[config.mk]
export PLATFORM = sky130hd
export DESIGN_NAME = cpu_top
export DESIGN_NICKNAME = d
export VERILOG_FILES = /design/src/verilog/cpu_bus_pkg.sv /design/src/verilog/cpu_isa_pkg.sv /design/src/verilog/alu.sv /design/src/verilog/cpu_top.sv /design/src/verilog/exec_unit.sv /design/src/verilog/instr_decode.sv /design/src/verilog/instr_fetch.sv /design/src/verilog/mem_port.sv /design/src/verilog/reg_file.sv
export SDC_FILE = /design/constraint.sdc
export NUM_CORES = 1
export LEC_CHECK = 0
export BUFFER_PORTS_ARGS = -buffer_cell sky130_fd_sc_hd__buf_2
export CAP_MARGIN = 10
export CORE_MARGIN = 2
export CORE_UTILIZATION = 44
export DETAILED_ROUTE_END_ITERATION = 10
export GPL_TIMING_DRIVEN = 0
export PLACE_DENSITY = 0.71
export SYNTH_ARGS = -nofsm -noshare
export SYNTH_HDL_FRONTEND = slang
export SYNTH_SLANG_ARGS = --single-unit
[constraint.sdc]
create_clock -name i_clk -period 9.7 [get_ports i_clk]
set_input_delay 1.455 -clock i_clk [delete_from_list [all_inputs] [get_ports i_clk]]
set_output_delay 1.455 -clock i_clk [all_outputs]
set_load 0.005 [all_outputs]
[src/verilog/cpu_bus_pkg.sv]
`default_nettype none

package cpu_bus_pkg;

  typedef logic [15:0] addr_t;
  typedef logic [7:0] data_t;

  typedef struct packed {
    logic  valid;
    addr_t addr;
  } rd_req_t;

  typedef struct packed {
    logic  valid;
    addr_t addr;
    data_t data;
  } wr_req_t;

endpackage

`default_nettype wire

[src/verilog/cpu_isa_pkg.sv]
`default_nettype none

package cpu_isa_pkg;

  // register numbers as encoded in the opcode fields
  typedef logic [2:0] reg_idx_t;

  localparam reg_idx_t REG_H   = 3'd4;
  localparam reg_idx_t REG_L   = 3'd5;
  localparam reg_idx_t REG_MEM = 3'd6;  // field value meaning (HL), no register behind it
  localparam reg_idx_t REG_A   = 3'd7;

  typedef enum logic [1:0] {
    ALU_ADD,
    ALU_ADC,
    ALU_INC,
    ALU_DEC
  } alu_op_t;

  // 01 ddd sss
  typedef struct packed {
    logic [1:0] group;
    reg_idx_t   dst;
    reg_idx_t   src;
  } ld_fields_t;

  // 10 ooo sss
  typedef struct packed {
    logic [1:0] group;
    logic [2:0] op;
    reg_idx_t   src;
  } alu_fields_t;

  typedef union packed {
    ld_fields_t  ld;
    alu_fields_t alu;
    logic [7:0]  raw;
  } opcode_u;

  typedef enum logic [2:0] {
    UOP_NOP,
    UOP_LD_RR,
    UOP_LD_RN,
    UOP_ALU,
    UOP_LD_R_HL,
    UOP_LD_HL_R
  } uop_kind_t;

  typedef struct packed {
    uop_kind_t kind;
    reg_idx_t  dst;
    reg_idx_t  src;
    alu_op_t   alu_op;
    logic      needs_imm;  // one more byte follows the opcode
  } uop_t;

endpackage

`default_nettype wire

[src/verilog/alu.sv]
`timescale 1ns/1ps
`default_nettype none

module alu (
  input  wire cpu_isa_pkg::alu_op_t i_op,
  input  wire cpu_bus_pkg::data_t   i_a,
  input  wire cpu_bus_pkg::data_t   i_b,
  input  wire                       i_carry,
  output cpu_bus_pkg::data_t        o_result,
  output logic                      o_carry
);

  logic [8:0] sum;  // bit 8 is the carry out

  always_comb begin
    case (i_op)
      cpu_isa_pkg::ALU_ADD: sum = {1'b0, i_a} + {1'b0, i_b};
      cpu_isa_pkg::ALU_ADC: sum = {1'b0, i_a} + {1'b0, i_b} + {8'd0, i_carry};
      cpu_isa_pkg::ALU_INC: sum = {i_carry, i_b + 8'd1};  // carry untouched
      default:              sum = {i_carry, i_b - 8'd1};
    endcase
  end

  assign o_result = sum[7:0];
  assign o_carry  = sum[8];

endmodule

`default_nettype wire

[src/verilog/cpu_top.sv]
`timescale 1ns/1ps
`default_nettype none

module cpu_top #(
  parameter int                 CLKS_PER_MCYCLE = 4,
  parameter cpu_bus_pkg::addr_t RESET_PC        = 16'h0100
) (
  input  wire                      i_clk,
  input  wire                      i_rst,
  input  wire cpu_bus_pkg::data_t  i_mem_rd_data,
  output cpu_bus_pkg::addr_t       o_mem_rd_addr,
  output logic                     o_mem_wr_en,
  output cpu_bus_pkg::addr_t       o_mem_wr_addr,
  output cpu_bus_pkg::data_t       o_mem_wr_data
);

  cpu_isa_pkg::opcode_u  opcode;
  cpu_isa_pkg::uop_t     uop;
  cpu_bus_pkg::data_t    imm;
  logic                  instr_valid;
  logic                  done;
  cpu_bus_pkg::rd_req_t  fetch_rd;
  cpu_bus_pkg::rd_req_t  exec_rd;
  cpu_bus_pkg::wr_req_t  exec_wr;
  cpu_isa_pkg::reg_idx_t rd_sel_a;
  cpu_isa_pkg::reg_idx_t rd_sel_b;
  cpu_isa_pkg::reg_idx_t wr_sel;
  logic                  wr_en;
  cpu_bus_pkg::data_t    wr_data;
  cpu_bus_pkg::data_t    rd_a;
  cpu_bus_pkg::data_t    rd_b;
  cpu_bus_pkg::addr_t    hl;
  cpu_isa_pkg::alu_op_t  alu_op;
  cpu_bus_pkg::data_t    alu_result;
  logic                  alu_carry;
  logic                  carry;

  instr_fetch #(
    .CLKS_PER_MCYCLE(CLKS_PER_MCYCLE),
    .RESET_PC       (RESET_PC)
  ) instr_fetch_i (
    .i_clk        (i_clk),
    .i_rst        (i_rst),
    .i_mem_rd_data(i_mem_rd_data),
    .i_needs_imm  (uop.needs_imm),
    .i_done       (done),
    .o_rd_req     (fetch_rd),
    .o_opcode     (opcode),
    .o_imm        (imm),
    .o_instr_valid(instr_valid)
  );

  instr_decode instr_decode_i (
    .i_opcode(opcode),
    .o_uop   (uop)
  );

  exec_unit #(
    .CLKS_PER_MCYCLE(CLKS_PER_MCYCLE)
  ) exec_unit_i (
    .i_clk        (i_clk),
    .i_rst        (i_rst),
    .i_instr_valid(instr_valid),
    .i_uop        (uop),
    .i_imm        (imm),
    .i_mem_rd_data(i_mem_rd_data),
    .i_rd_a       (rd_a),
    .i_rd_b       (rd_b),
    .i_hl         (hl),
    .i_alu_result (alu_result),
    .i_alu_carry  (alu_carry),
    .o_done       (done),
    .o_rd_sel_a   (rd_sel_a),
    .o_rd_sel_b   (rd_sel_b),
    .o_wr_en      (wr_en),
    .o_wr_sel     (wr_sel),
    .o_wr_data    (wr_data),
    .o_alu_op     (alu_op),
    .o_carry      (carry),
    .o_rd_req     (exec_rd),
    .o_wr_req     (exec_wr)
  );

  alu alu_i (
    .i_op    (alu_op),
    .i_a     (rd_a),
    .i_b     (rd_b),
    .i_carry (carry),
    .o_result(alu_result),
    .o_carry (alu_carry)
  );

  reg_file reg_file_i (
    .i_clk     (i_clk),
    .i_rst     (i_rst),
    .i_rd_sel_a(rd_sel_a),
    .i_rd_sel_b(rd_sel_b),
    .i_wr_en   (wr_en),
    .i_wr_sel  (wr_sel),
    .i_wr_data (wr_data),
    .o_rd_a    (rd_a),
    .o_rd_b    (rd_b),
    .o_hl      (hl)
  );

  mem_port mem_port_i (
    .i_clk        (i_clk),
    .i_rst        (i_rst),
    .i_fetch_rd   (fetch_rd),
    .i_exec_rd    (exec_rd),
    .i_exec_wr    (exec_wr),
    .o_mem_rd_addr(o_mem_rd_addr),
    .o_mem_wr_en  (o_mem_wr_en),
    .o_mem_wr_addr(o_mem_wr_addr),
    .o_mem_wr_data(o_mem_wr_data)
  );

endmodule

`default_nettype wire

[src/verilog/exec_unit.sv]
`timescale 1ns/1ps
`default_nettype none

module exec_unit #(
  parameter int CLKS_PER_MCYCLE = 4
) (
  input  wire                          i_clk,
  input  wire                          i_rst,
  input  wire                          i_instr_valid,
  input  wire cpu_isa_pkg::uop_t       i_uop,
  input  wire cpu_bus_pkg::data_t      i_imm,
  input  wire cpu_bus_pkg::data_t      i_mem_rd_data,
  input  wire cpu_bus_pkg::data_t      i_rd_a,
  input  wire cpu_bus_pkg::data_t      i_rd_b,
  input  wire cpu_bus_pkg::addr_t      i_hl,
  input  wire cpu_bus_pkg::data_t      i_alu_result,
  input  wire                          i_alu_carry,
  output logic                         o_done,
  output cpu_isa_pkg::reg_idx_t        o_rd_sel_a,
  output cpu_isa_pkg::reg_idx_t        o_rd_sel_b,
  output logic                         o_wr_en,
  output cpu_isa_pkg::reg_idx_t        o_wr_sel,
  output cpu_bus_pkg::data_t           o_wr_data,
  output cpu_isa_pkg::alu_op_t         o_alu_op,
  output logic                         o_carry,
  output cpu_bus_pkg::rd_req_t         o_rd_req,
  output cpu_bus_pkg::wr_req_t         o_wr_req
);

  localparam int               CNT_W    = $clog2(CLKS_PER_MCYCLE);
  localparam logic [CNT_W-1:0] CNT_LAST = CNT_W'(CLKS_PER_MCYCLE - 1);

  logic [CNT_W-1:0]   cnt;
  logic               mcyc;      // second machine cycle of a memory op
  logic               two_cyc;
  logic               last_clk;
  logic               bus_clk;
  cpu_bus_pkg::data_t rd_hold;

  assign two_cyc  = (i_uop.kind == cpu_isa_pkg::UOP_LD_R_HL) ||
                    (i_uop.kind == cpu_isa_pkg::UOP_LD_HL_R);
  assign last_clk = i_instr_valid && (cnt == CNT_LAST);
  assign bus_clk  = i_instr_valid && !mcyc && (cnt == '0);
  assign o_done   = last_clk && (mcyc == two_cyc);

  always_ff @(posedge i_clk or posedge i_rst) begin
    if (i_rst) begin
      cnt     <= '0;
      mcyc    <= 1'b0;
      o_carry <= 1'b0;
    end else if (i_instr_valid) begin
      cnt <= last_clk ? '0 : cnt + 1'b1;
      if (o_done)
        mcyc <= 1'b0;
      else if (last_clk)
        mcyc <= 1'b1;
      // inc/dec hand the old carry back unchanged
      if (o_done && i_uop.kind == cpu_isa_pkg::UOP_ALU)
        o_carry <= i_alu_carry;
    end
  end

  // memory byte sampled at the end of the bus cycle
  always_ff @(posedge i_clk) begin
    if (last_clk && !mcyc && i_uop.kind == cpu_isa_pkg::UOP_LD_R_HL)
      rd_hold <= i_mem_rd_data;
  end

  assign o_rd_sel_a = (i_uop.kind == cpu_isa_pkg::UOP_LD_HL_R) ? i_uop.src : cpu_isa_pkg::REG_A;
  assign o_rd_sel_b = i_uop.src;
  assign o_wr_sel   = i_uop.dst;
  assign o_alu_op   = i_uop.alu_op;

  always_comb begin
    o_wr_en   = 1'b0;
    o_wr_data = i_rd_b;
    case (i_uop.kind)
      cpu_isa_pkg::UOP_LD_RR: o_wr_en = o_done;
      cpu_isa_pkg::UOP_LD_RN: begin
        o_wr_en   = o_done;
        o_wr_data = i_imm;
      end
      cpu_isa_pkg::UOP_ALU: begin
        o_wr_en   = o_done;
        o_wr_data = i_alu_result;
      end
      cpu_isa_pkg::UOP_LD_R_HL: begin
        o_wr_en   = o_done;
        o_wr_data = rd_hold;
      end
      default: ;
    endcase
  end

  always_comb begin
    o_rd_req.valid = bus_clk && (i_uop.kind == cpu_isa_pkg::UOP_LD_R_HL);
    o_rd_req.addr  = i_hl;
    o_wr_req.valid = bus_clk && (i_uop.kind == cpu_isa_pkg::UOP_LD_HL_R);
    o_wr_req.addr  = i_hl;
    o_wr_req.data  = i_rd_a;
  end

endmodule

`default_nettype wire

[src/verilog/instr_decode.sv]
`timescale 1ns/1ps
`default_nettype none

module instr_decode (
  input  wire cpu_isa_pkg::opcode_u i_opcode,
  output cpu_isa_pkg::uop_t         o_uop
);

  always_comb begin
    o_uop = '0;  // nop
    case (i_opcode.ld.group)
      2'd0: begin
        // ld r,n / inc r / dec r, picked by the low field
        o_uop.dst = i_opcode.ld.dst;
        o_uop.src = i_opcode.ld.dst;
        if (i_opcode.ld.dst != cpu_isa_pkg::REG_MEM) begin
          case (i_opcode.ld.src)
            3'd4: begin
              o_uop.kind   = cpu_isa_pkg::UOP_ALU;
              o_uop.alu_op = cpu_isa_pkg::ALU_INC;
            end
            3'd5: begin
              o_uop.kind   = cpu_isa_pkg::UOP_ALU;
              o_uop.alu_op = cpu_isa_pkg::ALU_DEC;
            end
            3'd6: begin
              o_uop.kind      = cpu_isa_pkg::UOP_LD_RN;
              o_uop.needs_imm = 1'b1;
            end
            default: ;
          endcase
        end
      end
      2'd1: begin
        o_uop.dst = i_opcode.ld.dst;
        o_uop.src = i_opcode.ld.src;
        if (i_opcode.ld.src == cpu_isa_pkg::REG_MEM) begin
          if (i_opcode.ld.dst != cpu_isa_pkg::REG_MEM)  // 0x76 stays nop
            o_uop.kind = cpu_isa_pkg::UOP_LD_R_HL;
        end else if (i_opcode.ld.dst == cpu_isa_pkg::REG_MEM) begin
          o_uop.kind = cpu_isa_pkg::UOP_LD_HL_R;
        end else begin
          o_uop.kind = cpu_isa_pkg::UOP_LD_RR;
        end
      end
      2'd2: begin
        o_uop.dst    = cpu_isa_pkg::REG_A;
        o_uop.src    = i_opcode.alu.src;
        o_uop.alu_op = i_opcode.alu.op[0] ? cpu_isa_pkg::ALU_ADC : cpu_isa_pkg::ALU_ADD;
        if (i_opcode.alu.op[2:1] == 2'b00 && i_opcode.alu.src != cpu_isa_pkg::REG_MEM)
          o_uop.kind = cpu_isa_pkg::UOP_ALU;
      end
      default: ;
    endcase
  end

endmodule

`default_nettype wire

[src/verilog/instr_fetch.sv]
`timescale 1ns/1ps
`default_nettype none

module instr_fetch #(
  parameter int                 CLKS_PER_MCYCLE = 4,
  parameter cpu_bus_pkg::addr_t RESET_PC        = 16'h0100
) (
  input  wire                        i_clk,
  input  wire                        i_rst,
  input  wire cpu_bus_pkg::data_t    i_mem_rd_data,
  input  wire                        i_needs_imm,
  input  wire                        i_done,
  output cpu_bus_pkg::rd_req_t       o_rd_req,
  output cpu_isa_pkg::opcode_u       o_opcode,
  output cpu_bus_pkg::data_t         o_imm,
  output logic                       o_instr_valid
);

  localparam int               CNT_W    = $clog2(CLKS_PER_MCYCLE);
  localparam logic [CNT_W-1:0] CNT_LAST = CNT_W'(CLKS_PER_MCYCLE - 1);

  typedef enum logic [1:0] {
    S_OP,
    S_IMM,
    S_WAIT
  } state_t;

  state_t             state;
  logic [CNT_W-1:0]   cnt;
  cpu_bus_pkg::addr_t pc;
  logic               imm_cyc;
  logic               last_clk;

  // S_IMM doubles as the wait state when the opcode has no immediate
  assign imm_cyc       = (state == S_IMM) && i_needs_imm;
  assign last_clk      = (cnt == CNT_LAST);
  assign o_instr_valid = (state == S_WAIT) || ((state == S_IMM) && !i_needs_imm);

  always_comb begin
    o_rd_req.valid = ((state == S_OP) || imm_cyc) && (cnt == '0);
    o_rd_req.addr  = pc;
  end

  always_ff @(posedge i_clk or posedge i_rst) begin
    if (i_rst) begin
      state    <= S_OP;
      cnt      <= '0;
      pc       <= RESET_PC;
      o_opcode <= '0;  // decodes as nop
    end else begin
      if ((state == S_OP) || imm_cyc)
        cnt <= last_clk ? '0 : cnt + 1'b1;
      case (state)
        S_OP: begin
          if (last_clk) begin
            o_opcode.raw <= i_mem_rd_data;
            pc           <= pc + 16'd1;
            state        <= S_IMM;
          end
        end
        S_IMM: begin
          if (i_needs_imm) begin
            if (last_clk) begin
              pc    <= pc + 16'd1;
              state <= S_WAIT;
            end
          end else if (i_done) begin
            state <= S_OP;
          end
        end
        S_WAIT: if (i_done) state <= S_OP;
        default: state <= S_OP;
      endcase
    end
  end

  always_ff @(posedge i_clk) begin
    if (imm_cyc && last_clk)
      o_imm <= i_mem_rd_data;
  end

endmodule

`default_nettype wire

[src/verilog/mem_port.sv]
`timescale 1ns/1ps
`default_nettype none

module mem_port (
  input  wire                        i_clk,
  input  wire                        i_rst,
  input  wire cpu_bus_pkg::rd_req_t  i_fetch_rd,
  input  wire cpu_bus_pkg::rd_req_t  i_exec_rd,
  input  wire cpu_bus_pkg::wr_req_t  i_exec_wr,
  output cpu_bus_pkg::addr_t         o_mem_rd_addr,
  output logic                       o_mem_wr_en,
  output cpu_bus_pkg::addr_t         o_mem_wr_addr,
  output cpu_bus_pkg::data_t         o_mem_wr_data
);

  cpu_bus_pkg::rd_req_t rd_pick;

  // fetch and exec never request in the same clock
  assign rd_pick = i_fetch_rd.valid ? i_fetch_rd : i_exec_rd;

  always_ff @(posedge i_clk or posedge i_rst) begin
    if (i_rst) begin
      o_mem_rd_addr <= '0;
      o_mem_wr_en   <= 1'b0;
      o_mem_wr_addr <= '0;
      o_mem_wr_data <= '0;
    end else begin
      if (rd_pick.valid)
        o_mem_rd_addr <= rd_pick.addr;  // held until the next request
      o_mem_wr_en <= i_exec_wr.valid;   // request lasts one clock, so does the strobe
      if (i_exec_wr.valid) begin
        o_mem_wr_addr <= i_exec_wr.addr;
        o_mem_wr_data <= i_exec_wr.data;
      end
    end
  end

endmodule

`default_nettype wire

[src/verilog/reg_file.sv]
`timescale 1ns/1ps
`default_nettype none

module reg_file (
  input  wire                          i_clk,
  input  wire                          i_rst,
  input  wire cpu_isa_pkg::reg_idx_t   i_rd_sel_a,
  input  wire cpu_isa_pkg::reg_idx_t   i_rd_sel_b,
  input  wire                          i_wr_en,
  input  wire cpu_isa_pkg::reg_idx_t   i_wr_sel,
  input  wire cpu_bus_pkg::data_t      i_wr_data,
  output cpu_bus_pkg::data_t           o_rd_a,
  output cpu_bus_pkg::data_t           o_rd_b,
  output cpu_bus_pkg::addr_t           o_hl
);

  cpu_bus_pkg::data_t regs [8];  // B C D E H L - A

  always_ff @(posedge i_clk or posedge i_rst) begin
    if (i_rst) begin
      for (int i = 0; i < 8; i++)
        regs[i] <= '0;
    end else if (i_wr_en && i_wr_sel != cpu_isa_pkg::REG_MEM) begin
      regs[i_wr_sel] <= i_wr_data;
    end
  end

  assign o_rd_a = regs[i_rd_sel_a];
  assign o_rd_b = regs[i_rd_sel_b];
  assign o_hl   = {regs[cpu_isa_pkg::REG_H], regs[cpu_isa_pkg::REG_L]};

endmodule

`default_nettype wire
==> reports/qor.log, run 1 <==
INFO  outcome        status=complete, no violations
INFO  timing         fin_crit=6.09ns
INFO  floorplan      std_cell_rows=49
INFO  setup_path     critPathRequiredTime=9.97ns
INFO  logic_synthesis synth_area_leader_cell=dfrtp_1
INFO  cells_and_area fillerInstances=1,661
INFO  logic_synthesis yosysWarningCount=0
INFO  floorplan      top_level_ports=51
INFO  logic_synthesis synth_area=8220squm
INFO  route          detailedRoute.firstPassIterationCount=8
INFO  cells_and_area design.final.nets=877
INFO  route          drt_drc_violations_left=0
INFO  logic_synthesis postSynthRegisterBits=153
INFO  setup_path     crit_path_max_incr_delay=0.63ns
INFO  route          antenna_violating_nets_post_route=0
INFO  flow_run       max_cap_violations=0
INFO  cells_and_area layout.cells.most_common=dfrtp_1
INFO  logic_synthesis postSynthAreaPerCell=10.6squm
INFO  timing         finalSetupTns=0ns
INFO  setup_path     critPathBufInv=4
INFO  setup_path     critPathCaptureType=flop
INFO  setup_path     crit_chain=clkbuf_1, nand3b_1, inv_1, ha_1, nor3b_1, nand2_1, clkbuf_1, o21ai_0, ha_1, inv_1, fa_1, nand2b_1, a21oi_1, xor2_1, nand3_1, nor4b_1, xnor2_1, a2111oi_0, a311oi_1
INFO  timing         post-route-period-util=0.628
INFO  timing         timing_worst_slew_pin_value=1.08ns
INFO  placed_design  place_hpwl=15,000um
INFO  cells_and_area antenna_cells=0
INFO  setup_path     criticalPathCategory=reg -> reg
INFO  logic_synthesis synth_enable_flop_cells=16
INFO  placed_design  dpl.cell_count=1,052
INFO  timing         final-max-slew-violation-count=0
INFO  route          drt_first_iter_violations=569
INFO  timing         setup_viol_count_final=0
INFO  timing         worst_hold_slack=0.473ns
INFO  clocking       insertion_delay=0.44ns
INFO  power          power_frac_comb=0.567
INFO  cells_and_area post-route-util=0.517
INFO  timing         fin_worst_skew=0.0131ns
INFO  logic_synthesis postSynthNetCount=806
INFO  power          power.switching=1660uW
INFO  floorplan      die-width=141um
INFO  clocking       clock_tree.htree_level_count=4
INFO  logic_synthesis synth_top_area_share=0.414
INFO  cells_and_area fin_cells=1,085
INFO  placed_design  finalWeightedCongestion=0.944
INFO  grt            first_pass_grt_wire_length=33,500um
INFO  route          met2_wirelength=9670um
INFO  power          p_clk_frac=0.184
INFO  clocking       cts_resized=0
INFO  route          met3_wirelength=1330um
INFO  clocking       cts.path.max_buffers=2
INFO  cells_and_area synthToLayoutAreaGrowth=14.1%
INFO  power          p_per_area=385nW/um^2
INFO  timing         finalHoldViolCount=0
INFO  cells_and_area final-seq-area=3910squm
INFO  setup_path     worstPathArrival=6.36ns
INFO  timing         fmax=0.164GHz
INFO  clocking       cts_setup_buffers=0
INFO  clocking       cts_root_buf=clkbuf_16
INFO  setup_path     crit_path_top_delay_cell=nor3b_1
INFO  power          proportion_of_power_drawn_by_flip_flops_and_latches=0.249
INFO  route          drt-vias-per-instance=5.80
INFO  power          power_switching_share=0.462
INFO  power          intPower=1940uW
INFO  floorplan      chipHeight=141um
INFO  grt            antenna_found_initial=0
INFO  logic_synthesis number_of_standard_cells_after_synthesis=772
INFO  setup_path     worst_path_dominant_cell_family=simple AND/OR/NAND/NOR gates
INFO  clocking       clock_transition_at_the_register_clock_pins_on_the_worst_setup_and_hold_paths_after_cts=0.06ns
INFO  clocking       clock-sinks=153
INFO  floorplan      floorplan.die_area=19,800squm
INFO  route          routed_wire_length_per_instance=19.3um
INFO  logic_synthesis synth-seq-area-share=0.476
INFO  clocking       cts_tree=yes
INFO  route          count_of_vias_placed_by_the_detailed_router=6,295
INFO  hold_path      worstHoldPathType=reg -> reg
INFO  logic_synthesis yosysUniqueCellTypes=72
INFO  clocking       numCtsBuffers=17
INFO  timing         grt_setup_unrepaired=false
INFO  floorplan      starting_utilization_of_the_core_area=0.453
INFO  power          cellLeakagePower=0.00429uW
INFO  timing         max-slew-margin-rel=0.273
INFO  setup_path     cp-start-kind=flop
INFO  cells_and_area multi_input_comb_area=4060squm
INFO  logic_synthesis dominantRegCellSynth=dfrtp_1
INFO  grt            grt-ovfl-total=0
INFO  route          drt-met1-wl=9460um
INFO  route          highest_layer=met4
INFO  cells_and_area final_layout_size_suffix_gt1_frac=0.221
INFO  power          peakVddDrop=0.270mV
INFO  logic_synthesis synth_area_leaders=dfrtp_1 (41%), mux2_2 (11%), edfxtp_1 (5.8%), mux2i_1 (5.2%), nand2_1 (3.5%)
INFO  placed_design  port_buffers=50
INFO  grt            gr-usage-all-layers=0.218
INFO  route          postRouteWirelength=20,900um
INFO  grt            grt_start_max_net_pins=98
INFO  setup_path     critical_path_peak_fanout=10
INFO  clocking       cts.hold.buffers_added=0
INFO  floorplan      core_area=18,100squm
INFO  grt            vias_in_the_first_global_route=6,196
INFO  logic_synthesis synth-async-reset-ratio=0.895
INFO  cells_and_area layout.cells.most_common_list=dfrtp_1 (136), mux2_2 (78), nand2_1 (77)
## cells in the mapped netlist, drive strengths merged (9+ instances only)
master / number
o21ai: 45
buf: 11
mux2: 79
mux2i: 43
a21oi: 39
dfrtp: 136
xnor2: 19
inv: 18
xor2: 15
nand3: 10
nor3: 9
nand2: 77
ha: 22
a31oi: 9
clkbuf: 28
edfxtp: 16
a21o: 11
nor2: 74
## final timing paths
path                                            from                     endpoint  slack, ns  cells past startpoint
max in group asynchronous                      i_rst  mem_port_i.o_mem_wr_data[7]       7.86                      3
min reg2reg                      reg_file_i.regs[14]          reg_file_i.regs[14]       0.47                      1
min                              reg_file_i.regs[14]          reg_file_i.regs[14]       0.47                      1
min in group asynchronous                      i_rst  mem_port_i.o_mem_rd_addr[1]       1.03                      2
max                        instr_fetch_i.o_opcode[1]           reg_file_i.regs[7]       3.61                     19
max reg2reg                instr_fetch_i.o_opcode[1]           reg_file_i.regs[7]       3.61                     19
## stage by stage
stage	worst slack (ns)	cell area, sq um	power (uW)
global placement	2.95	8750	2870
finish	3.61	9380	3610
global route	3.07	9380	3850
detailed placement	3.65	8790	2900
CTS	3.63	9370	3580
floorplan	4.58	8220	2330
## layer usage
metal | track usage | vias up
li1 | - | 2924
met1 | 0.302 | 3097
met2 | 0.342 | 238
met3 | 0.0431 | 36
met4 | 0.0784 | 0
met5 | 0 | -
## state kept, by name, summed over array words and instances (netlist names)
register and flops:
exec_unit_i.o_carry 1, mem_port_i.o_mem_wr_data 8, reg_file_i.o_hl 16, instr_fetch_i.o_opcode 8, instr_fetch_i.pc 16, instr_fetch_i.o_imm 8
instr_fetch_i.cnt 2, exec_unit_i.cnt 2, exec_unit_i.rd_hold 8, mem_port_i.o_mem_rd_addr 16, reg_file_i.regs 48, mem_port_i.o_mem_wr_en 1
mem_port_i.o_mem_wr_addr 16, instr_fetch_i.state 2, exec_unit_i.mcyc 1
## power by group through the flow
stage	sequential, uW	combinational, uW	clock, uW
6_report	898	2040	664
3_5_place_dp	907	1990	0
2_1_floorplan	883	1450	0
5_1_grt	917	2230	699
3_3_place_gp	902	1960	0
4_1_cts	897	2010	671
## worst reg2reg max path, cell delays in order (launching register included)
cell	delay (ns)
dfrtp_1	0.32
clkbuf_1	0.34
nand3b_1	0.34
inv_1	0.18
ha_1	0.27
nor3b_1	0.63
nand2_1	0.44
clkbuf_1	0.33
o21ai_0	0.43
ha_1	0.28
inv_1	0.06
fa_1	0.38
nand2b_1	0.19
a21oi_1	0.16
xor2_1	0.32
nand3_1	0.18
nor4b_1	0.34
xnor2_1	0.17
a2111oi_0	0.48
a311oi_1	0.10
## kinds of logic (layout without fill, tap and decap cells)
family          after synthesis  after routing  share of synthesized area
fa+ha+maj                    24             24                     0.0384
flops                       153            153                      0.476
compound gates              161            161                      0.130
simple gates                218            218                      0.122
mux                         124            124                      0.167
xor+xnor                     34             34                     0.0372
buf+inv                      58            142                     0.0295
## layout make-up
cell class	count	share of cell area
tap	229	0.0306
clock buffer	23	0.0499
sequential	153	0.417
buffer	39	0.0183
multi-input combinational	561	0.433
clock inverter	9	0.0121
timing repair buffer	52	0.0304
inverter	19	0.00814
(Power assumes the default switching activity.)
==> run 2, diff against run 1 <==
--- a/config.mk
+++ b/config.mk
@@ -5,6 +5,7 @@
 export SDC_FILE = /design/constraint.sdc
 export NUM_CORES = 1
 export LEC_CHECK = 0
+export ABC_AREA = 1
 export BUFFER_PORTS_ARGS = -buffer_cell sky130_fd_sc_hd__buf_2
 export CAP_MARGIN = 10
 export CORE_MARGIN = 2
==> constraint.sdc (replaced) <==
create_clock -name i_clk -period 6.1 [get_ports i_clk]
set_input_delay 0.915 -clock i_clk [delete_from_list [all_inputs] [get_ports i_clk]]
set_output_delay 0.915 -clock i_clk [all_outputs]
set_load 0.005 [all_outputs]
==> run 2 against run 1 <==
Net effect:
- worst hold slack worse by 0.0075 ns
- sequential cell count unchanged
- first-iteration DRC count up 14%
- core utilization down 0.35 points
- largest cell class is now sequential cells
- global-route usage up 2.0 points
- final cell count up 26%
- setup slack worse by 2.9 ns
- highest routed layer unchanged
- clock power up 78%
- routed wire length up 10%
- non-clock buffer count unchanged
- clock skew down 0.0049 ns
==> reports/qor.log, run 2 <==
INFO  outcome        status=complete, no violations [unchanged]
INFO  timing         max-slew-margin-rel=0.438 [was 0.273]
INFO  setup_path     worst_path_dominant_cell_family=simple AND/OR/NAND/NOR gates [unchanged]
INFO  setup_path     cp-start-kind=flop [unchanged]
INFO  logic_synthesis post_synth_most_frequent_cells=nand2_1 (303), dfrtp_1 (136), inv_1 (96), nand3_1 (93), nor2_1 (70) [was dfrtp_1 (136), mux2_2 (78), nand2_1 (77), nor2_1 (73), mux2i_1 (43)]
INFO  route          highest_layer=met4 [unchanged]
INFO  logic_synthesis area_fraction_in_and_or_nand_and_nor_cells_after_synthesis=0.270 [was 0.122]
INFO  timing         post-route-period-util=0.878 [was 0.628]
INFO  flow_run       max_cap_violations=0 [unchanged]
INFO  grt            gr-usage-all-layers=0.238 [was 0.218]
INFO  clocking       clock_tree.htree_level_count=4 [unchanged]
INFO  cells_and_area layout.cells.most_common=nand2_1 [was dfrtp_1]
INFO  grt            grt-ovfl-total=0 [unchanged]
INFO  logic_synthesis synth_area=8320squm [was 8220 sq um]
INFO  logic_synthesis yosysWarningCount=0 [unchanged]
INFO  logic_synthesis postSynthRegisterBits=153 [unchanged]
INFO  power          p_per_area=572nW/um^2 [was 385 nW/um^2]
INFO  logic_synthesis postSynthAreaPerCell=7.96squm [was 10.6 sq um]
INFO  clocking       cts_tree=yes [unchanged]
INFO  timing         fin_worst_skew=0.00826ns [was 0.0131 ns]
INFO  route          drt-met1-wl=10,400um [was 9460 um]
INFO  setup_path     timing.critical_path.mode_cell=inv_1
INFO  cells_and_area design.final.nets=1,150 [was 877]
INFO  logic_synthesis main_combinational_cell_family_by_area_after_synthesis=simple AND/OR/NAND/NOR gates [was multiplexers]
INFO  logic_synthesis postSynthNetCount=1,079 [was 806]
INFO  timing         timing_worst_slew_pin_value=0.841ns [was 1.08 ns]
INFO  logic_synthesis post_synth_mux_area_share=0.00135 [was 0.167]
INFO  cells_and_area largest_register_ff_count=48 [unchanged]
INFO  setup_path     criticalPathCategory=reg -> reg [unchanged]
INFO  clocking       clock_transition_at_the_register_clock_pins_on_the_worst_setup_and_hold_paths_after_cts=0.07ns [was 0.06 ns]
INFO  route          met2_wirelength=10,300um [was 9670 um]
INFO  grt            first_pass_grt_wire_length=37,000um [was 33,500 um]
INFO  placed_design  finalWeightedCongestion=0.943 [was 0.944]
INFO  logic_synthesis synth_area_leaders=dfrtp_1 (41%), nand2_1 (14%), edfxtp_1 (5.8%), nand3_1 (5.6%), inv_1 (4.3%) [was dfrtp_1 (41%), mux2_2 (11%), edfxtp_1 (5.8%), mux2i_1 (5.2%), nand2_1 (3.5%)]
INFO  logic_synthesis synth-seq-area-share=0.470 [was 0.476]
INFO  grt            vias_in_the_first_global_route=7,095 [was 6,196]
INFO  placed_design  dp_slack=0.982ns [was 3.65 ns]
INFO  route          drt-vias-per-instance=5.45 [was 5.80]
INFO  clocking       cts.path.max_buffers=2 [unchanged]
INFO  setup_path     worstPathArrival=5.67ns [was 6.36 ns]
INFO  floorplan      core_area=18,600squm [was 18,100 sq um]
INFO  setup_path     critPathRequiredTime=6.42ns [was 9.97 ns]
INFO  timing         setup_viol_count_final=0 [unchanged]
INFO  clocking       cts_resized=0 [unchanged]
INFO  logic_synthesis number_of_standard_cells_after_synthesis=1,045 [was 772]
INFO  route          antenna_violating_nets_post_route=0 [unchanged]
INFO  route          count_of_vias_placed_by_the_detailed_router=7,432 [was 6,295]
INFO  clocking       cts.hold.buffers_added=0 [unchanged]
INFO  setup_path     crit_path_max_incr_delay=0.48ns [was 0.63 ns]
INFO  floorplan      starting_utilization_of_the_core_area=0.446 [was 0.453]
INFO  cells_and_area antenna_cells=0 [unchanged]
INFO  route          drt_first_iter_violations=650 [was 569]
INFO  floorplan      floorplan.die_area=20,000squm [was 19,800 sq um]
INFO  cells_and_area fillerInstances=1,751 [was 1,661]
INFO  cells_and_area layout.cells.most_common_list=nand2_1 (303), dfrtp_1 (136), inv_1 (95) [was dfrtp_1 (136), mux2_2 (78), nand2_1 (77)]
INFO  cells_and_area final_layout_size_suffix_gt1_frac=0.130 [was 0.221]
INFO  grt            antenna_found_initial=0 [unchanged]
INFO  hold_path      timing.hold.worst_path_depth=1 [unchanged]
INFO  route          drt_drc_violations_left=0 [unchanged]
INFO  power          cellLeakagePower=0.00464uW [was 0.00429 uW]
INFO  floorplan      top_level_ports=51 [unchanged]
INFO  timing         postLayoutSetupSlackWorst=0.743ns [was 3.61 ns]
INFO  logic_synthesis most_numerous_cell_in_the_yosys_netlist=nand2_1 [was dfrtp_1]
INFO  setup_path     register_to_register_setup_slack=0.74ns [was 3.61 ns]
INFO  floorplan      chipHeight=142um [was 141 um]
INFO  floorplan      die-width=142um [was 141 um]
INFO  clocking       cts_setup_buffers=0 [unchanged]
INFO  timing         finalHoldViolCount=0 [unchanged]
INFO  timing         fin_crit=5.36ns [was 6.09 ns]
INFO  grt            grt_start_max_net_pins=85 [was 98]
INFO  cells_and_area largest-register=reg_file_i.regs [unchanged]
INFO  clocking       cts_root_buf=clkbuf_16 [unchanged]
INFO  setup_path     rr_worst_depth=25 [was 19]
INFO  logic_synthesis synth_enable_flop_cells=16 [unchanged]
INFO  timing         final-max-slew-violation-count=0 [unchanged]
INFO  route          postRouteWirelength=23,000um [was 20,900 um]
INFO  logic_synthesis synth_compound_area_frac=0.124 [was 0.130]
INFO  cells_and_area synthToLayoutAreaGrowth=15.0% [was 14.1%]
INFO  clocking       insertion_delay=0.43ns [was 0.44 ns]
INFO  setup_path     cp.depth=25 [was 19]
INFO  clocking       numCtsBuffers=17 [unchanged]
INFO  timing         finalSetupTns=0ns [unchanged]
INFO  setup_path     critPathCaptureType=flop [unchanged]
INFO  logic_synthesis post_synth_xor_area_fraction=0.0230 [was 0.0372]
INFO  timing         fmax=0.187GHz [was 0.164 GHz]
INFO  logic_synthesis dominantRegCellSynth=dfrtp_1 [unchanged]
INFO  logic_synthesis post_synth_fa_ha_maj_area_fraction=0.0379 [was 0.0384]
INFO  clocking       clock-sinks=153 [unchanged]
INFO  route          routed_wire_length_per_instance=16.9um [was 19.3 um]
INFO  route          detailedRoute.firstPassIterationCount=5 [was 8]
INFO  placed_design  port_buffers=50 [unchanged]
INFO  placed_design  place_hpwl=16,700um [was 15,000 um]
INFO  logic_synthesis yosysUniqueCellTypes=50 [was 72]
INFO  setup_path     critPathBufInv=6 [was 4]
INFO  timing         grt_setup_unrepaired=false [unchanged]
INFO  route          met3_wirelength=1500um [was 1330 um]
INFO  logic_synthesis synth-async-reset-ratio=0.895 [unchanged]
INFO  setup_path     critical_path_peak_fanout=7 [was 10]
INFO  logic_synthesis synth_top_area_share=0.409 [was 0.414]
INFO  floorplan      std_cell_rows=50 [was 49]
INFO  setup_path     crit_path_top_delay_cell=o21ai_0 [was nor3b_1]
INFO  power          peakVddDrop=0.244mV [was 0.270 mV]
INFO  hold_path      worstHoldPathType=reg -> reg [unchanged]
INFO  logic_synthesis synth_area_leader_cell=dfrtp_1 [unchanged]
==> run 2: cell count changes in the layout (fill, tap and decap cells not counted), moves of 8 or more <==
cell	delta
nand2_1	+226
nand3_1	+83
inv_1	+79
mux2_2	-77
mux2i_1	-43
o21ai_0	+25
o21ai_1	+20
inv_2	+12
xnor2_1	-12
a21o_1	-11
a31oi_1	+11
clkbuf_1	-9
a21oi_1	+8
==> run 2: worst register-to-register path, delay by kind of cell, from the launching register on <==
kind | cells | cell delay, ns
compound gates | 4 | 0.81
xor+xnor | 2 | 0.42
fa+ha+maj | 3 | 0.98
buf+inv | 6 | 0.69
flops | 1 | 0.40
simple gates | 10 | 1.93
==> run 2: layout make-up <==
| class | instances | area [sq um] | share of cell area |
|---|---|---|---|
| Multi-Input combinational cell | 743 | 3790 | 0.397 |
| Clock buffer | 20 | 478 | 0.0500 |
| Buffer | 39 | 203 | 0.0212 |
| Clock inverter | 12 | 186 | 0.0195 |
| Timing Repair Buffer | 52 | 285 | 0.0298 |
| Sequential cell | 153 | 3910 | 0.409 |
| Inverter | 110 | 418 | 0.0437 |
| Tap cell | 234 | 293 | 0.0306 |
==> run 2: logic make-up (layout without fill, tap and decap cells) <==
group,after synthesis,count (layout)
mux,1,1
xor+xnor,21,21
buf+inv,149,233
compound gates,183,183
simple gates,514,514
flops,153,153
fa+ha+maj,24,24
==> run 2: final timing paths <==
kind                                           start                           to
hold / removal                   reg_file_i.regs[15]          reg_file_i.regs[15]
setup reg to reg           instr_fetch_i.o_opcode[0]          reg_file_i.regs[35]
min in group asynchronous                      i_rst  mem_port_i.o_mem_wr_addr[9]
setup / recovery           instr_fetch_i.o_opcode[0]          reg_file_i.regs[35]
hold reg to reg                  reg_file_i.regs[15]          reg_file_i.regs[15]
max in group asynchronous                      i_rst          instr_fetch_i.pc[8]
==> run 2: report_power, final <==
group / leakage (uW) / internal, uW / switching [uW] / total (uW)
clock: 0.000320 / 736 / 445 / 1180
sequential: 0.00198 / 1220 / 137 / 1360
combinational: 0.00234 / 901 / 2030 / 2930
==> run 2: per-stage QoR <==
| step | area [sq um] | std cells | hold WS (ns) | util | total power [uW] |
|---|---|---|---|---|---|
| 3_3_place_gp | 8860 | 1329 | 0.444 | 0.475 | 4190 |
| 3_5_place_dp | 8890 | 1330 | 0.451 | 0.477 | 4240 |
| 6_report | 9570 | 1363 | 0.465 | 0.513 | 5470 |
| 2_1_floorplan | 8320 | 1045 | 0.429 | - | 3410 |
| 5_1_grt | 9570 | 1363 | 0.486 | 0.513 | 5890 |
| 4_1_cts | 9560 | 1362 | 0.467 | 0.513 | 5440 |
==> run 2: layer usage <==
layer / vias to the layer above / global-route usage
li1: 3582 / -
met1: 3506 / 0.326
met2: 277 / 0.368
met3: 67 / 0.0483
met4: 0 / 0.104
met5: - / 0
==> run 3, diff against run 2 <==
==> constraint.sdc (replaced) <==
create_clock -name i_clk -period 5.44 [get_ports i_clk]
set_input_delay 0.816 -clock i_clk [delete_from_list [all_inputs] [get_ports i_clk]]
set_output_delay 0.816 -clock i_clk [all_outputs]
set_load 0.005 [all_outputs]
==> run 3 against run 2 <==
Net effect:
- clock power rose by 12%
- maximum frequency rose by 4.2%
- global-route usage did not move
- sequential power rose by 12%
- power rose by 13%
- critical path type unchanged
- critical endpoint is now reg_file_i.regs[5]
- highest routed layer unchanged
==> reports/qor.log, run 3 (synthesized netlist as in run 2, its figures left out) <==
INFO  route          drt_first_iter_violations=719 [was 650]
INFO  grt            vias_in_the_first_global_route=7,095 [unchanged]
INFO  setup_path     critical_path_peak_fanout=7 [unchanged]
INFO  cells_and_area design.final.nets=1,150 [unchanged]
INFO  floorplan      std_cell_rows=50 [unchanged]
INFO  cells_and_area post-route-util=0.514 [was 0.513]
INFO  cells_and_area layout.cells.most_common=nand2_1 [unchanged]
INFO  setup_path     critPathCaptureType=flop [unchanged]
INFO  timing         grt_setup_unrepaired=false [unchanged]
INFO  clocking       clock_transition_at_the_register_clock_pins_on_the_worst_setup_and_hold_paths_after_cts=0.07ns [about the same]
INFO  floorplan      die-width=142um [unchanged]
INFO  cells_and_area largest-register=reg_file_i.regs [unchanged]
INFO  power          p_per_area=644nW/um^2 [was 572 nW/um^2]
INFO  timing         final-max-slew-violation-count=0 [unchanged]
INFO  power          peakVddDrop=0.272mV [was 0.244 mV]
INFO  timing         finalHoldViolCount=0 [unchanged]
INFO  clocking       insertion_delay=0.43ns [about the same]
INFO  power          cellLeakagePower=0.00465uW [was 0.00464 uW]
INFO  setup_path     critPathRequiredTime=5.81ns [was 6.42 ns]
INFO  grt            grt-ovfl-total=0 [unchanged]
INFO  timing         max-slew-margin-rel=0.421 [was 0.438]
INFO  route          drt-vias-per-instance=5.45 [about the same]
INFO  setup_path     crit_path_top_delay_cell=fa_1 [was o21ai_0]
INFO  setup_path     cp-start-kind=flop [unchanged]
INFO  setup_path     critPathBufInv=7 [was 6]
INFO  timing         fmax=0.194GHz [was 0.187 GHz]
INFO  outcome        status=complete, no violations [unchanged]
INFO  power          finalPower=6160uW [was 5470 uW]
INFO  timing         fin_worst_skew=0.0101ns [was 0.00826 ns]
INFO  clocking       cts_root_buf=clkbuf_16 [unchanged]
INFO  clocking       clock-sinks=153 [unchanged]
INFO  setup_path     timing.critical_path.mode_cell=inv_1 [unchanged]
INFO  timing         setup_viol_count_final=0 [unchanged]
INFO  setup_path     crit_path_max_incr_delay=0.43ns [was 0.48 ns]
INFO  cells_and_area synthToLayoutAreaGrowth=15.1% [was 15.0%]
INFO  floorplan      chipHeight=142um [unchanged]
INFO  clocking       numCtsBuffers=17 [unchanged]
INFO  route          routed_wire_length_per_instance=16.9um [about the same]
INFO  setup_path     criticalPathCategory=reg -> reg [unchanged]
INFO  floorplan      top_level_ports=51 [unchanged]
INFO  route          detailedRoute.firstPassIterationCount=5 [unchanged]
INFO  cells_and_area final_layout_size_suffix_gt1_frac=0.131 [was 0.130]
INFO  cells_and_area antenna_cells=0 [unchanged]
INFO  route          postRouteWirelength=23,000um [about the same]
INFO  floorplan      starting_utilization_of_the_core_area=0.446 [unchanged]
INFO  grt            antenna_found_initial=0 [unchanged]
INFO  cells_and_area largest_register_ff_count=48 [unchanged]
INFO  clocking       cts.path.max_buffers=2 [unchanged]
INFO  floorplan      floorplan.die_area=20,000squm [unchanged]
INFO  grt            grt_start_max_net_pins=85 [unchanged]
INFO  route          antenna_violating_nets_post_route=0 [unchanged]
INFO  setup_path     worst_path_dominant_cell_family=simple AND/OR/NAND/NOR gates [unchanged]
INFO  timing         fin_crit=5.14ns [was 5.36 ns]
INFO  cells_and_area layout.cells.most_common_list=nand2_1 (303), dfrtp_1 (136), inv_1 (95) [unchanged]
INFO  placed_design  port_buffers=50 [unchanged]
INFO  setup_path     worstPathArrival=5.52ns [was 5.67 ns]
INFO  timing         post-route-period-util=0.945 [was 0.878]
INFO  route          count_of_vias_placed_by_the_detailed_router=7,422 [was 7,432]
INFO  clocking       clock_tree.htree_level_count=4 [unchanged]
INFO  flow_run       max_cap_violations=0 [unchanged]
INFO  grt            gr-usage-all-layers=0.238 [unchanged]
INFO  placed_design  place_hpwl=16,700um [unchanged]
INFO  timing         timing_worst_slew_pin_value=0.866ns [was 0.841 ns]
INFO  clocking       cts_tree=yes [unchanged]
INFO  placed_design  finalWeightedCongestion=0.943 [unchanged]
INFO  hold_path      worstHoldPathType=in -> async [was reg -> reg]
INFO  floorplan      core_area=18,600squm [unchanged]
INFO  grt            first_pass_grt_wire_length=37,000um [unchanged]
INFO  route          drt_drc_violations_left=0 [unchanged]
[run 3: cell count changes in the layout (fill, tap and decap cells not counted)]
cell / previous run / this run
nor2_2: 7 / 6
nor2_4: 7 / 8
o21ai_0: 67 / 66
o21ai_1: 23 / 24
xnor2_1: 7 / 6
xnor2_2: 0 / 1
[run 3: worst paths after layout]
kind	start	to	slack, ns	cells past startpoint
worst max-delay path	instr_fetch_i.o_opcode[0]	reg_file_i.regs[5]	0.30	28
worst min-delay path	i_rst	mem_port_i.o_mem_wr_addr[9]	0.42	2
worst max register to register	instr_fetch_i.o_opcode[0]	reg_file_i.regs[5]	0.30	28
worst min register to register	reg_file_i.regs[15]	reg_file_i.regs[15]	0.47	1
max in group asynchronous	i_rst	instr_fetch_i.pc[8]	4.22	3
min in group i_clk	reg_file_i.regs[15]	reg_file_i.regs[15]	0.47	1
[run 3: report_power, final]
| group | total, uW | switching [uW] | internal [uW] |
|---|---|---|---|
| registers | 1520 | 153 | 1370 |
| clock network | 1320 | 499 | 826 |
| logic | 3320 | 2290 | 1020 |
[run 3: through the flow]
stage	std cells	worst slack [ns]	TNS [ns]	hold slack, ns	cell area [sq um]
detailed placement	1330	0.322	0	0.451	8890
finish	1363	0.297	0	0.418	9580
CTS	1362	0.291	0	0.451	9560
global route	1363	0.0192	0	0.476	9580
global placement	1329	-0.694	-92.66	0.444	8860
floorplan	1045	0.958	0	0.429	8320
[run 3: worst reg2reg max path, delay by kind of cell, from the launching register on]
| family | cells | cell delay (ns) |
|---|---|---|
| AOI/OAI and AO/OA | 3 | 0.64 |
| xor gates and xnor gates | 1 | 0.33 |
| DFF | 1 | 0.40 |
| buffers and inverters | 7 | 0.79 |
| adders and majority gates | 3 | 0.96 |
| and+or+nand+nor | 14 | 1.99 |
[run 3: cell type report]
class	instances	area, sq um
plain buffers	39	203
clock buffers	20	478
clock inverters	12	186
fillers	1749	9060
inverters	110	418
multi-input cells	743	3810
flip-flops and latches	153	3910
well taps	234	293
repair buffers	52	285
[run 3: timing repair]
item | 4_1_cts | 5_1_grt
hold buffers | 0 | 0
endpoints found under the setup margin | 0 | 26
buffers inserted | 0 | 0
gates resized for setup | 0 | 3
[run 3: metal layers]
layer  vias to the layer above  share of wire  global-route usage
met2                       272           0.45               0.368
met5                         -              0                   0
met1                      3501           0.45               0.326
li1                       3583              -                   -
met3                        66          0.064              0.0483
met4                         0          0.033               0.104
